$ cat src/core_config.svh
`ifndef CORE_CONFIG_SVH
`define CORE_CONFIG_SVH

// --------------------
// Datapath sizing
// --------------------

// Width of one integer register and of the program counter
`define XLEN 32

// Architectural integer registers, x0 included
`define REG_COUNT 32

// Bits needed to name one of REG_COUNT registers
`define REG_ADDR_W 5

`endif

$ cat src/riscv_isa_pkg.sv
`default_nettype none

package riscv_isa_pkg;

  typedef logic [31:0] instr_t;   // One uncompressed instruction word
  typedef logic [2:0]  funct3_t;
  typedef logic [6:0]  funct7_t;

  // --------------------
  // Major opcode, instruction bits 6 to 2
  // --------------------
  typedef enum logic [4:0] {
    OPC_LOAD   = 5'b00000,
    OPC_OP_IMM = 5'b00100,
    OPC_AUIPC  = 5'b00101,
    OPC_STORE  = 5'b01000,
    OPC_OP     = 5'b01100,
    OPC_LUI    = 5'b01101,
    OPC_BRANCH = 5'b11000,
    OPC_JALR   = 5'b11001,
    OPC_JAL    = 5'b11011
  } opcode_e;

  // --------------------
  // funct3 values
  // --------------------
  localparam funct3_t F3_ADD_SUB = 3'b000;   // Also ADDI
  localparam funct3_t F3_SLL     = 3'b001;
  localparam funct3_t F3_SLT     = 3'b010;
  localparam funct3_t F3_SLTU    = 3'b011;
  localparam funct3_t F3_XOR     = 3'b100;
  localparam funct3_t F3_SRL_SRA = 3'b101;   // funct7 picks logical or arithmetic
  localparam funct3_t F3_OR      = 3'b110;
  localparam funct3_t F3_AND     = 3'b111;

  localparam funct3_t F3_LB  = 3'b000;
  localparam funct3_t F3_LH  = 3'b001;
  localparam funct3_t F3_LW  = 3'b010;
  localparam funct3_t F3_LBU = 3'b100;
  localparam funct3_t F3_LHU = 3'b101;

  localparam funct3_t F3_SB = 3'b000;
  localparam funct3_t F3_SH = 3'b001;
  localparam funct3_t F3_SW = 3'b010;

  localparam funct3_t F3_BEQ  = 3'b000;
  localparam funct3_t F3_BNE  = 3'b001;
  localparam funct3_t F3_BLT  = 3'b100;
  localparam funct3_t F3_BGE  = 3'b101;
  localparam funct3_t F3_BLTU = 3'b110;
  localparam funct3_t F3_BGEU = 3'b111;

  localparam funct7_t F7_ALT = 7'b0100000;   // Marks SUB, SRA and SRAI

endpackage

`default_nettype wire

$ cat src/core_id_pkg.sv
`default_nettype none

`include "core_config.svh"

package core_id_pkg;

  typedef logic [`XLEN-1:0]       xlen_t;
  typedef logic [`REG_ADDR_W-1:0] reg_addr_t;

  // --------------------
  // Operation codes handed to execute
  // --------------------
  typedef enum logic [3:0] {
    ALU_ADD  = 4'd0,   // Zero so an unknown instruction lands here
    ALU_SUB  = 4'd1,
    ALU_SLL  = 4'd2,
    ALU_SLT  = 4'd3,
    ALU_SLTU = 4'd4,
    ALU_XOR  = 4'd5,
    ALU_SRL  = 4'd6,
    ALU_SRA  = 4'd7,
    ALU_OR   = 4'd8,
    ALU_AND  = 4'd9
  } alu_op_e;

  // Same encoding as the load funct3
  typedef enum logic [2:0] {
    MEM_B  = 3'd0,
    MEM_H  = 3'd1,
    MEM_W  = 3'd2,
    MEM_BU = 3'd4,
    MEM_HU = 3'd5
  } mem_op_e;

  typedef enum logic [2:0] {
    BR_NONE   = 3'd0,
    BR_EQ     = 3'd1,
    BR_NE     = 3'd2,
    BR_LT     = 3'd3,
    BR_GE     = 3'd4,
    BR_LTU    = 3'd5,
    BR_GEU    = 3'd6,
    BR_ALWAYS = 3'd7   // JAL and JALR
  } br_op_e;

endpackage

`default_nettype wire

$ cat src/id_ctrl_decode.sv
`timescale 1ns/100ps
`default_nettype none

module id_ctrl_decode (
  input  riscv_isa_pkg::instr_t   instr,
  output core_id_pkg::alu_op_e    alu_op,
  output logic                    reg_write,
  output logic                    mem_read,
  output logic                    mem_write,
  output core_id_pkg::mem_op_e    mem_op,
  output core_id_pkg::br_op_e     br_op,
  output core_id_pkg::reg_addr_t  rd
);

  riscv_isa_pkg::opcode_e  opcode;
  riscv_isa_pkg::funct3_t  funct3;
  logic                    alt_op;      // funct7 selects SUB or SRA
  logic                    writes_rd;   // Class produces a register result

  // ALU operation shared by register-register and register-immediate forms
  function automatic core_id_pkg::alu_op_e alu_sel(riscv_isa_pkg::funct3_t f3,
                                                   logic alt, logic allow_sub);
    core_id_pkg::alu_op_e op;
    op = core_id_pkg::ALU_ADD;
    case (f3)
      riscv_isa_pkg::F3_ADD_SUB: op = (alt && allow_sub) ? core_id_pkg::ALU_SUB
                                                          : core_id_pkg::ALU_ADD;
      riscv_isa_pkg::F3_SLL:     op = core_id_pkg::ALU_SLL;
      riscv_isa_pkg::F3_SLT:     op = core_id_pkg::ALU_SLT;
      riscv_isa_pkg::F3_SLTU:    op = core_id_pkg::ALU_SLTU;
      riscv_isa_pkg::F3_XOR:     op = core_id_pkg::ALU_XOR;
      riscv_isa_pkg::F3_SRL_SRA: op = alt ? core_id_pkg::ALU_SRA : core_id_pkg::ALU_SRL;
      riscv_isa_pkg::F3_OR:      op = core_id_pkg::ALU_OR;
      riscv_isa_pkg::F3_AND:     op = core_id_pkg::ALU_AND;
    endcase
    return op;
  endfunction

  assign opcode    = riscv_isa_pkg::opcode_e'(instr[6:2]);
  assign funct3    = instr[14:12];
  assign alt_op    = (instr[31:25] == riscv_isa_pkg::F7_ALT);
  assign rd        = instr[11:7];
  assign reg_write = writes_rd && (rd != '0);   // Writes to x0 are dropped here

  // --------------------
  // Opcode classification
  // --------------------
  always_comb begin
    alu_op    = core_id_pkg::ALU_ADD;   // Address and link arithmetic is an add
    writes_rd = 1'b0;
    mem_read  = 1'b0;
    mem_write = 1'b0;
    mem_op    = core_id_pkg::MEM_B;
    br_op     = core_id_pkg::BR_NONE;
    case (opcode)
      riscv_isa_pkg::OPC_OP: begin
        alu_op    = alu_sel(funct3, alt_op, 1'b1);
        writes_rd = 1'b1;
      end
      riscv_isa_pkg::OPC_OP_IMM: begin
        alu_op    = alu_sel(funct3, alt_op, 1'b0);   // ADDI has no subtract form
        writes_rd = 1'b1;
      end
      riscv_isa_pkg::OPC_LOAD: begin
        writes_rd = 1'b1;
        mem_read  = 1'b1;
        case (funct3)
          riscv_isa_pkg::F3_LB:  mem_op = core_id_pkg::MEM_B;
          riscv_isa_pkg::F3_LH:  mem_op = core_id_pkg::MEM_H;
          riscv_isa_pkg::F3_LBU: mem_op = core_id_pkg::MEM_BU;
          riscv_isa_pkg::F3_LHU: mem_op = core_id_pkg::MEM_HU;
          default:               mem_op = core_id_pkg::MEM_W;
        endcase
      end
      riscv_isa_pkg::OPC_STORE: begin
        mem_write = 1'b1;
        case (funct3)
          riscv_isa_pkg::F3_SB: mem_op = core_id_pkg::MEM_B;
          riscv_isa_pkg::F3_SH: mem_op = core_id_pkg::MEM_H;
          default:              mem_op = core_id_pkg::MEM_W;
        endcase
      end
      riscv_isa_pkg::OPC_BRANCH: begin
        case (funct3)
          riscv_isa_pkg::F3_BEQ:  br_op = core_id_pkg::BR_EQ;
          riscv_isa_pkg::F3_BNE:  br_op = core_id_pkg::BR_NE;
          riscv_isa_pkg::F3_BLT:  br_op = core_id_pkg::BR_LT;
          riscv_isa_pkg::F3_BGE:  br_op = core_id_pkg::BR_GE;
          riscv_isa_pkg::F3_BLTU: br_op = core_id_pkg::BR_LTU;
          riscv_isa_pkg::F3_BGEU: br_op = core_id_pkg::BR_GEU;
          default:                br_op = core_id_pkg::BR_NONE;
        endcase
      end
      riscv_isa_pkg::OPC_JAL, riscv_isa_pkg::OPC_JALR: begin
        writes_rd = 1'b1;   // Link address goes to rd
        br_op     = core_id_pkg::BR_ALWAYS;
      end
      riscv_isa_pkg::OPC_LUI, riscv_isa_pkg::OPC_AUIPC: begin
        writes_rd = 1'b1;
      end
      default: begin
        writes_rd = 1'b0;   // Unknown opcode leaves every control inactive
      end
    endcase
  end

endmodule

`default_nettype wire

$ cat src/id_operand_read.sv
`timescale 1ns/100ps
`default_nettype none

`include "core_config.svh"

module id_operand_read (
  input  logic                    clk,
  input  logic                    rst_n,
  input  riscv_isa_pkg::instr_t   instr,
  input  logic                    wb_reg_write,
  input  core_id_pkg::reg_addr_t  wb_rd,
  input  core_id_pkg::xlen_t      wb_data,
  output core_id_pkg::xlen_t      imm,
  output core_id_pkg::xlen_t      rs1_value,
  output core_id_pkg::xlen_t      rs2_value,
  output core_id_pkg::reg_addr_t  rs1,
  output core_id_pkg::reg_addr_t  rs2
);

  core_id_pkg::xlen_t regs [`REG_COUNT];

  // Register 0 is hard zero, a write landing this cycle wins over the array
  function automatic core_id_pkg::xlen_t read_port(core_id_pkg::reg_addr_t addr);
    core_id_pkg::xlen_t value;
    if (addr == '0) begin
      value = '0;
    end else if (wb_reg_write && (wb_rd == addr)) begin
      value = wb_data;
    end else begin
      value = regs[addr];
    end
    return value;
  endfunction

  assign rs1 = instr[19:15];
  assign rs2 = instr[24:20];

  // --------------------
  // Immediate extraction
  // --------------------
  always_comb begin
    case (riscv_isa_pkg::opcode_e'(instr[6:2]))
      riscv_isa_pkg::OPC_OP_IMM, riscv_isa_pkg::OPC_LOAD, riscv_isa_pkg::OPC_JALR:
        imm = core_id_pkg::xlen_t'($signed(instr[31:20]));   // I format
      riscv_isa_pkg::OPC_STORE:
        imm = core_id_pkg::xlen_t'($signed({instr[31:25], instr[11:7]}));
      riscv_isa_pkg::OPC_BRANCH:
        imm = core_id_pkg::xlen_t'($signed({instr[31], instr[7], instr[30:25],
                                            instr[11:8], 1'b0}));
      riscv_isa_pkg::OPC_JAL:
        imm = core_id_pkg::xlen_t'($signed({instr[31], instr[19:12], instr[20],
                                            instr[30:21], 1'b0}));
      riscv_isa_pkg::OPC_LUI, riscv_isa_pkg::OPC_AUIPC:
        imm = core_id_pkg::xlen_t'($signed({instr[31:12], 12'b0}));   // U format
      default:
        imm = '0;
    endcase
  end

  // --------------------
  // Register file
  // --------------------
  always_ff @(posedge clk or negedge rst_n) begin
    if (!rst_n) begin
      for (int i = 0; i < `REG_COUNT; i++) begin
        regs[i] <= '0;
      end
    end else if (wb_reg_write && (wb_rd != '0)) begin
      regs[wb_rd] <= wb_data;
    end
  end

  always_comb begin
    rs1_value = read_port(rs1);
    rs2_value = read_port(rs2);
  end

endmodule

`default_nettype wire

$ cat src/id_stage_reg.sv
`timescale 1ns/100ps
`default_nettype none

module id_stage_reg (
  input  logic                    clk,
  input  logic                    rst_n,
  input  logic                    fd_valid,
  output logic                    fd_ready,
  input  logic                    ex_flush_en,
  input  logic                    de_ready,
  output logic                    de_valid,
  input  core_id_pkg::xlen_t      pc,
  input  core_id_pkg::alu_op_e    alu_op,
  input  logic                    reg_write,
  input  logic                    mem_read,
  input  logic                    mem_write,
  input  core_id_pkg::mem_op_e    mem_op,
  input  core_id_pkg::br_op_e     br_op,
  input  core_id_pkg::reg_addr_t  rd,
  input  core_id_pkg::reg_addr_t  rs1,
  input  core_id_pkg::reg_addr_t  rs2,
  input  core_id_pkg::xlen_t      imm,
  input  core_id_pkg::xlen_t      rs1_value,
  input  core_id_pkg::xlen_t      rs2_value,
  output core_id_pkg::xlen_t      de_pc,
  output core_id_pkg::alu_op_e    de_alu_op,
  output logic                    de_reg_write,
  output logic                    de_mem_read,
  output logic                    de_mem_write,
  output core_id_pkg::mem_op_e    de_mem_op,
  output core_id_pkg::br_op_e     de_br_op,
  output core_id_pkg::reg_addr_t  de_rd,
  output core_id_pkg::reg_addr_t  de_rs1,
  output core_id_pkg::reg_addr_t  de_rs2,
  output core_id_pkg::xlen_t      de_imm,
  output core_id_pkg::xlen_t      de_rs1_value,
  output core_id_pkg::xlen_t      de_rs2_value
);

  logic fd_fire;

  // A flush blocks intake for the whole cycle
  assign fd_ready = !ex_flush_en && (!de_valid || de_ready);
  assign fd_fire  = fd_valid && fd_ready;

  always_ff @(posedge clk or negedge rst_n) begin
    if (!rst_n) begin
      de_valid <= 1'b0;
    end else if (ex_flush_en) begin
      de_valid <= 1'b0;   // Held instruction is dropped even if de_ready was high
    end else if (fd_ready) begin
      de_valid <= fd_valid;
    end
  end

  // Payload only moves on an accepted instruction
  always_ff @(posedge clk) begin
    if (fd_fire) begin
      de_pc        <= pc;
      de_alu_op    <= alu_op;
      de_reg_write <= reg_write;
      de_mem_read  <= mem_read;
      de_mem_write <= mem_write;
      de_mem_op    <= mem_op;
      de_br_op     <= br_op;
      de_rd        <= rd;
      de_rs1       <= rs1;
      de_rs2       <= rs2;
      de_imm       <= imm;
      de_rs1_value <= rs1_value;
      de_rs2_value <= rs2_value;
    end
  end

endmodule

`default_nettype wire

$ cat src/core_id.sv
`timescale 1ns/100ps
`default_nettype none

module core_id (
  input  logic                    clk,
  input  logic                    rst_n,
  // --------------------
  // Fetch side
  // --------------------
  input  logic                    fd_valid,
  output logic                    fd_ready,
  input  riscv_isa_pkg::instr_t   fd_instr,
  input  core_id_pkg::xlen_t      fd_pc,
  input  logic                    ex_flush_en,
  // --------------------
  // Writeback port
  // --------------------
  input  logic                    wb_reg_write,
  input  core_id_pkg::reg_addr_t  wb_rd,
  input  core_id_pkg::xlen_t      wb_data,
  // --------------------
  // Execute side
  // --------------------
  output logic                    de_valid,
  input  logic                    de_ready,
  output core_id_pkg::xlen_t      de_pc,
  output core_id_pkg::alu_op_e    de_alu_op,
  output logic                    de_reg_write,
  output logic                    de_mem_read,
  output logic                    de_mem_write,
  output core_id_pkg::mem_op_e    de_mem_op,
  output core_id_pkg::br_op_e     de_br_op,
  output core_id_pkg::reg_addr_t  de_rd,
  output core_id_pkg::reg_addr_t  de_rs1,
  output core_id_pkg::reg_addr_t  de_rs2,
  output core_id_pkg::xlen_t      de_imm,
  output core_id_pkg::xlen_t      de_rs1_value,
  output core_id_pkg::xlen_t      de_rs2_value
);

  core_id_pkg::alu_op_e    alu_op;
  logic                    reg_write;
  logic                    mem_read;
  logic                    mem_write;
  core_id_pkg::mem_op_e    mem_op;
  core_id_pkg::br_op_e     br_op;
  core_id_pkg::reg_addr_t  rd;
  core_id_pkg::reg_addr_t  rs1;
  core_id_pkg::reg_addr_t  rs2;
  core_id_pkg::xlen_t      imm;
  core_id_pkg::xlen_t      rs1_value;
  core_id_pkg::xlen_t      rs2_value;

  id_ctrl_decode u_ctrl_decode (
    .instr     (fd_instr),
    .alu_op    (alu_op),
    .reg_write (reg_write),
    .mem_read  (mem_read),
    .mem_write (mem_write),
    .mem_op    (mem_op),
    .br_op     (br_op),
    .rd        (rd)
  );

  id_operand_read u_operand_read (
    .clk          (clk),
    .rst_n        (rst_n),
    .instr        (fd_instr),
    .wb_reg_write (wb_reg_write),
    .wb_rd        (wb_rd),
    .wb_data      (wb_data),
    .imm          (imm),
    .rs1_value    (rs1_value),
    .rs2_value    (rs2_value),
    .rs1          (rs1),
    .rs2          (rs2)
  );

  id_stage_reg u_stage_reg (
    .clk          (clk),
    .rst_n        (rst_n),
    .fd_valid     (fd_valid),
    .fd_ready     (fd_ready),
    .ex_flush_en  (ex_flush_en),
    .de_ready     (de_ready),
    .de_valid     (de_valid),
    .pc           (fd_pc),
    .alu_op       (alu_op),
    .reg_write    (reg_write),
    .mem_read     (mem_read),
    .mem_write    (mem_write),
    .mem_op       (mem_op),
    .br_op        (br_op),
    .rd           (rd),
    .rs1          (rs1),
    .rs2          (rs2),
    .imm          (imm),
    .rs1_value    (rs1_value),
    .rs2_value    (rs2_value),
    .de_pc        (de_pc),
    .de_alu_op    (de_alu_op),
    .de_reg_write (de_reg_write),
    .de_mem_read  (de_mem_read),
    .de_mem_write (de_mem_write),
    .de_mem_op    (de_mem_op),
    .de_br_op     (de_br_op),
    .de_rd        (de_rd),
    .de_rs1       (de_rs1),
    .de_rs2       (de_rs2),
    .de_imm       (de_imm),
    .de_rs1_value (de_rs1_value),
    .de_rs2_value (de_rs2_value)
  );

endmodule

`default_nettype wire

$ cat config.mk
export PLATFORM = sky130hd
export DESIGN_NAME = core_id
export DESIGN_NICKNAME = d
export VERILOG_FILES = /design/src/riscv_isa_pkg.sv /design/src/core_id_pkg.sv /design/src/id_ctrl_decode.sv /design/src/id_operand_read.sv /design/src/id_stage_reg.sv /design/src/core_id.sv
export VERILOG_INCLUDE_DIRS = /design/src
export SDC_FILE = /design/constraint.sdc
export NUM_CORES = 2
export LEC_CHECK = 0
export CAP_MARGIN = 20
export CELL_PAD_IN_SITES_DETAIL_PLACEMENT = 0
export CELL_PAD_IN_SITES_GLOBAL_PLACEMENT = 1
export CORE_MARGIN = 2
export CORE_UTILIZATION = 40
export DETAILED_ROUTE_END_ITERATION = 12
export DONT_BUFFER_PORTS = 1
export GPL_TIMING_DRIVEN = 0
export HOLD_SLACK_MARGIN = 0.15
export PLACE_DENSITY = 0.67
export SLEW_MARGIN = 15
export SYNTH_ARGS = -nofsm -noshare
export SYNTH_HDL_FRONTEND = slang
export SYNTH_SLANG_ARGS = --single-unit
$ cat constraint.sdc
create_clock -name clk -period 4.39 [get_ports clk]
set_input_delay 1.0975 -clock clk [delete_from_list [all_inputs] [get_ports clk]]
set_output_delay 1.0975 -clock clk [all_outputs]
set_load 0.1 [all_outputs]
==> summary.txt <==
CTS
  – Inserted Clock Buffers: 139
  – Htree depth: 4
  – Number of gates resized after cts: 0
  – Root Driver: clkbuf_16
  – CTS tree: done
  – Clk buf depth: 3
  – Clk slew on worst S/H paths: 60 ps
  – Num Clock Sinks: 1181
  – Worst skew pair latency: 820 ps

Synthesis
  – Post-synthesis cell area: 0.06048 sq mm
  – Synth area leaders: dfrtp_1 42%, mux2_2 24%, mux4_2 12%
  – Sequential area share after synthesis: 0.5016
  – Flip-flop and latch count after synthesis: 1181
  – Most instantiated library cell after synthesis: mux2_2
  – Post-synth EDFFs: 156
  – Avg Inst Size Synth: 14.72 sq um
  – Top_reg_cell synth: dfrtp_1
  – Top cell type's share of synthesized area: 0.4241
  – Post-synth top area cell: dfrtp_1
  – Post-synth top cells: 1302 x mux2_2, 1025 x dfrtp_1, 324 x mux4_2
  – Yosys cell types: 57
  – Syn. warnings: 0
  – Async SR Flop Fraction: 0.8679
  – Net Count, Synth: 4216
  – Syn Inst Count: 4109

Route
  – DRT iter0 DRCs: 4493
  – Antenna-violating nets left: 0
  – Routed Wire Length: 241600 um
  – Via/cell ratio: 6.475
  – Wire length per cell: 37.58 um
  – Drt pass-1 iters: 5
  – DRC Markers: 0
  – Via count: 41630

GRT
  – Total GRT Usage: 0.3122
  – Vias in the first global route: 41500
  – Initial antenna violation count: 12
  – GRT Residual Overflow: 0
  – Global-route wire length before repair: 332700 um
  – Pin count of the biggest net entering global routing: 216

Worst setup path
  – Crit-path cells: buf_4 -> or2_2 -> clkbuf_1 -> nor4_1 -> and3b_1 -> clkbuf_1 -> clkbuf_1 -> a32o_1
  – Buf/Inv on CP: 4
  – Crit path required time: 4970 ps
  – CP dominant cell by count: clkbuf_1
  – CP top delay family: buffers and inverters
  – Slowest stage cell, crit path: clkbuf_1
  – Crit. End Element: flip-flop
  – CP Class: input pin to flip-flop
  – Startpoint Class: input pin
  – Crit-path max FO: 10
  – Slowest stage delay, CP: 920 ps
  – Worst Path Arrival: 4370 ps

STA
  – Layout Skew: 37.86 ps
  – Min Hold Slack: 270.4 ps
  – Final Cycle Share: 0.8647
  – RSZ-0062 raised after global routing: no
  – Final setup violation count: 0
  – Final Slew Violations: 0
  – Final setup margin: 594.0 ps
  – Setup tns final: 0 ps
  – Tmin final: 3796 ps
  – Worst-Margin Slew: 1295 ps
  – Fin. Hold Viols: 0
  – Max_slew headroom: 0.1370
  – Fmax: 0.2634 GHz

Floorplan
  – Die H: 392.8 um
  – I/O Pins: 265
  – Placeable Area: 0.1500 sq mm
  – Die area: 0.1543 sq mm
  – Row cnt: 142
  – Initial Util: 0.4033
  – Die Width: 392.8 um

Placed design
  – Setup WS pre-CTS: -101.3 ps
  – DP Wirelength: 160800 um
  – Gpl congestion: 0.9374
  – Post-DP Area: 0.06361 sq mm
  – PortBufs: 0

Finish
  – FILL cells: 13550
  – Final instance area: 0.06836 sq mm
  – Fraction of layout cells with a size suffix above 1: 0.4660
  – Reg area: 0.03033 sq mm
  – Area delta synth->final: 13.03%
  – Area of the multi-input gates: 0.02818 sq mm
  – Nets: 4397

Pwr
  – P_leak: 28.50 nW
  – Max IR drop VDD: 0.4119 mV
  – Internal Power: 23.20 mW
  – Sequential share of power: 0.455
  – Power per cell area: 477.7 mW/mm^2
  – Comb pwr share: 0.183
  – Clock group share of total power: 0.362
  – Switching share of power: 0.2895
  – Pwr Total: 32.66 mW
  – NetSw: 9.454 mW

Min path
  – Hold Crit Class: input pin to async pin

Run
  – Max Cap Violations: 0

Run status
  – Status: finished, final reports clean
## through the flow
stage | cells | util
after floorplan | 4109 | -
final | 6429 | 0.4559
after CTS | 6411 | 0.4549
after global placement | 6125 | 0.4202
after detailed placement | 6156 | 0.4242
after global routing | 6422 | 0.4557
## power by group through the flow
stage	Clock, mW	Sequential, mW	Combinational, mW
6_report	11.8	14.9	5.96
5_1_grt	12.5	15.1	6.28
4_1_cts	12.0	14.8	5.90
3_5_place_dp	0	15.0	5.87
3_3_place_gp	0	14.9	5.55
2_1_floorplan	0	14.6	4.33
## sequential cells by signal (all words and copies together) (netlist names)
signal,flops
u_stage_reg.de_rs1,5
u_stage_reg.de_alu_op,4
u_stage_reg.de_rs2,5
u_stage_reg.de_rs2_value,32
u_stage_reg.de_valid,1
u_stage_reg.de_mem_write,1
u_stage_reg.de_rs1_value,32
u_stage_reg.de_pc,32
u_stage_reg.de_br_op,3
u_stage_reg.de_imm,32
u_stage_reg.de_reg_write,1
u_stage_reg.de_mem_op,3
u_stage_reg.de_rd,5
u_operand_read.regs,1024
u_stage_reg.de_mem_read,1
## layer usage
metal,vias to the layer above,GRT usage,part of all wire
met3,624,0.1029,0.11
met4,8,0.1601,0.056
met5,-,0,0.00026
li1,16350,-,-
met1,22240,0.4126,0.40
met2,2403,0.4565,0.43
## layout by cell type, fill, tap and decap left out, types with 6 or more instances in the layout
master        n
mux4_2      324
clkbuf_8     30
buf_4         9
bufinv_16     6
nand2b_1      7
clkbuf_2     42
xor2_1        6
buf_16        9
buf_8        10
a221oi_1     64
o21ai_0      68
buf_6        31
nand3_1       6
a32o_1       66
o221ai_1     64
clkbuf_16   142
mux2_2     1302
nand2_1     123
inv_6         7
nor3b_1       6
and2_1        6
clkinv_1      9
a221o_1      62
dfrtp_1    1025
buf_1        22
buf_2       105
clkbuf_1    318
o211ai_1     62
edfxtp_1    156
nor2b_1       6
a22o_1        6
mux2i_1     129
clkinv_2     10
o22ai_1      62
nand3b_1      9
nor2_1       27
diode_2      10
## final cells by class
cell class,instances,share of cell area
Clock buffer,214,0.06033
Antenna cell,10,0.0003661
Clock inverter,40,0.006955
Buffer,465,0.03002
Inverter,5,0.0002746
Timing Repair Buffer,40,0.009170
Multi-Input combinational cell,2458,0.4122
Sequential cell,1181,0.4438
Tap cell,2016,0.03690
## cell families after synthesis
family,count (synthesis),synth area share
multiplexers,1755,0.3844
XOR/XNOR,10,0.001448
buffers and inverters,470,0.03271
AO/OA/AOI/OAI,472,0.06246
flip-flops,1181,0.5016
AND/OR/NAND/NOR,221,0.01738
## what timing repair did
item,4_1_cts,5_1_grt
setup buffers,0,0
hold endpoints to repair,7,0
setup endpoints to repair,0,0
hold buffers,1,0
## worst paths after layout
kind	from	endpoint	slack, ps	cells after the start
worst max-delay path	fd_instr[15]	u_stage_reg.de_rs1_value[0]$_SDFFCE_PN0P_	590	8
worst min register to register	u_operand_read.regs[994]$_DFFE_PN0P_	u_operand_read.regs[994]$_DFFE_PN0P_	480	1
max in group asynchronous	rst_n	u_operand_read.regs[929]$_DFFE_PN0P_	1880	3
min in group clk	ex_flush_en	u_stage_reg.de_valid$_DFFE_PN0P_	390	1
worst max register to register	u_stage_reg.de_valid$_DFFE_PN0P_	u_stage_reg.de_rs2_value[9]$_SDFFCE_PN0P_	920	4
worst min-delay path	rst_n	u_operand_read.regs[531]$_DFFE_PN0P_	270	1
(Power assumes the default switching activity.)
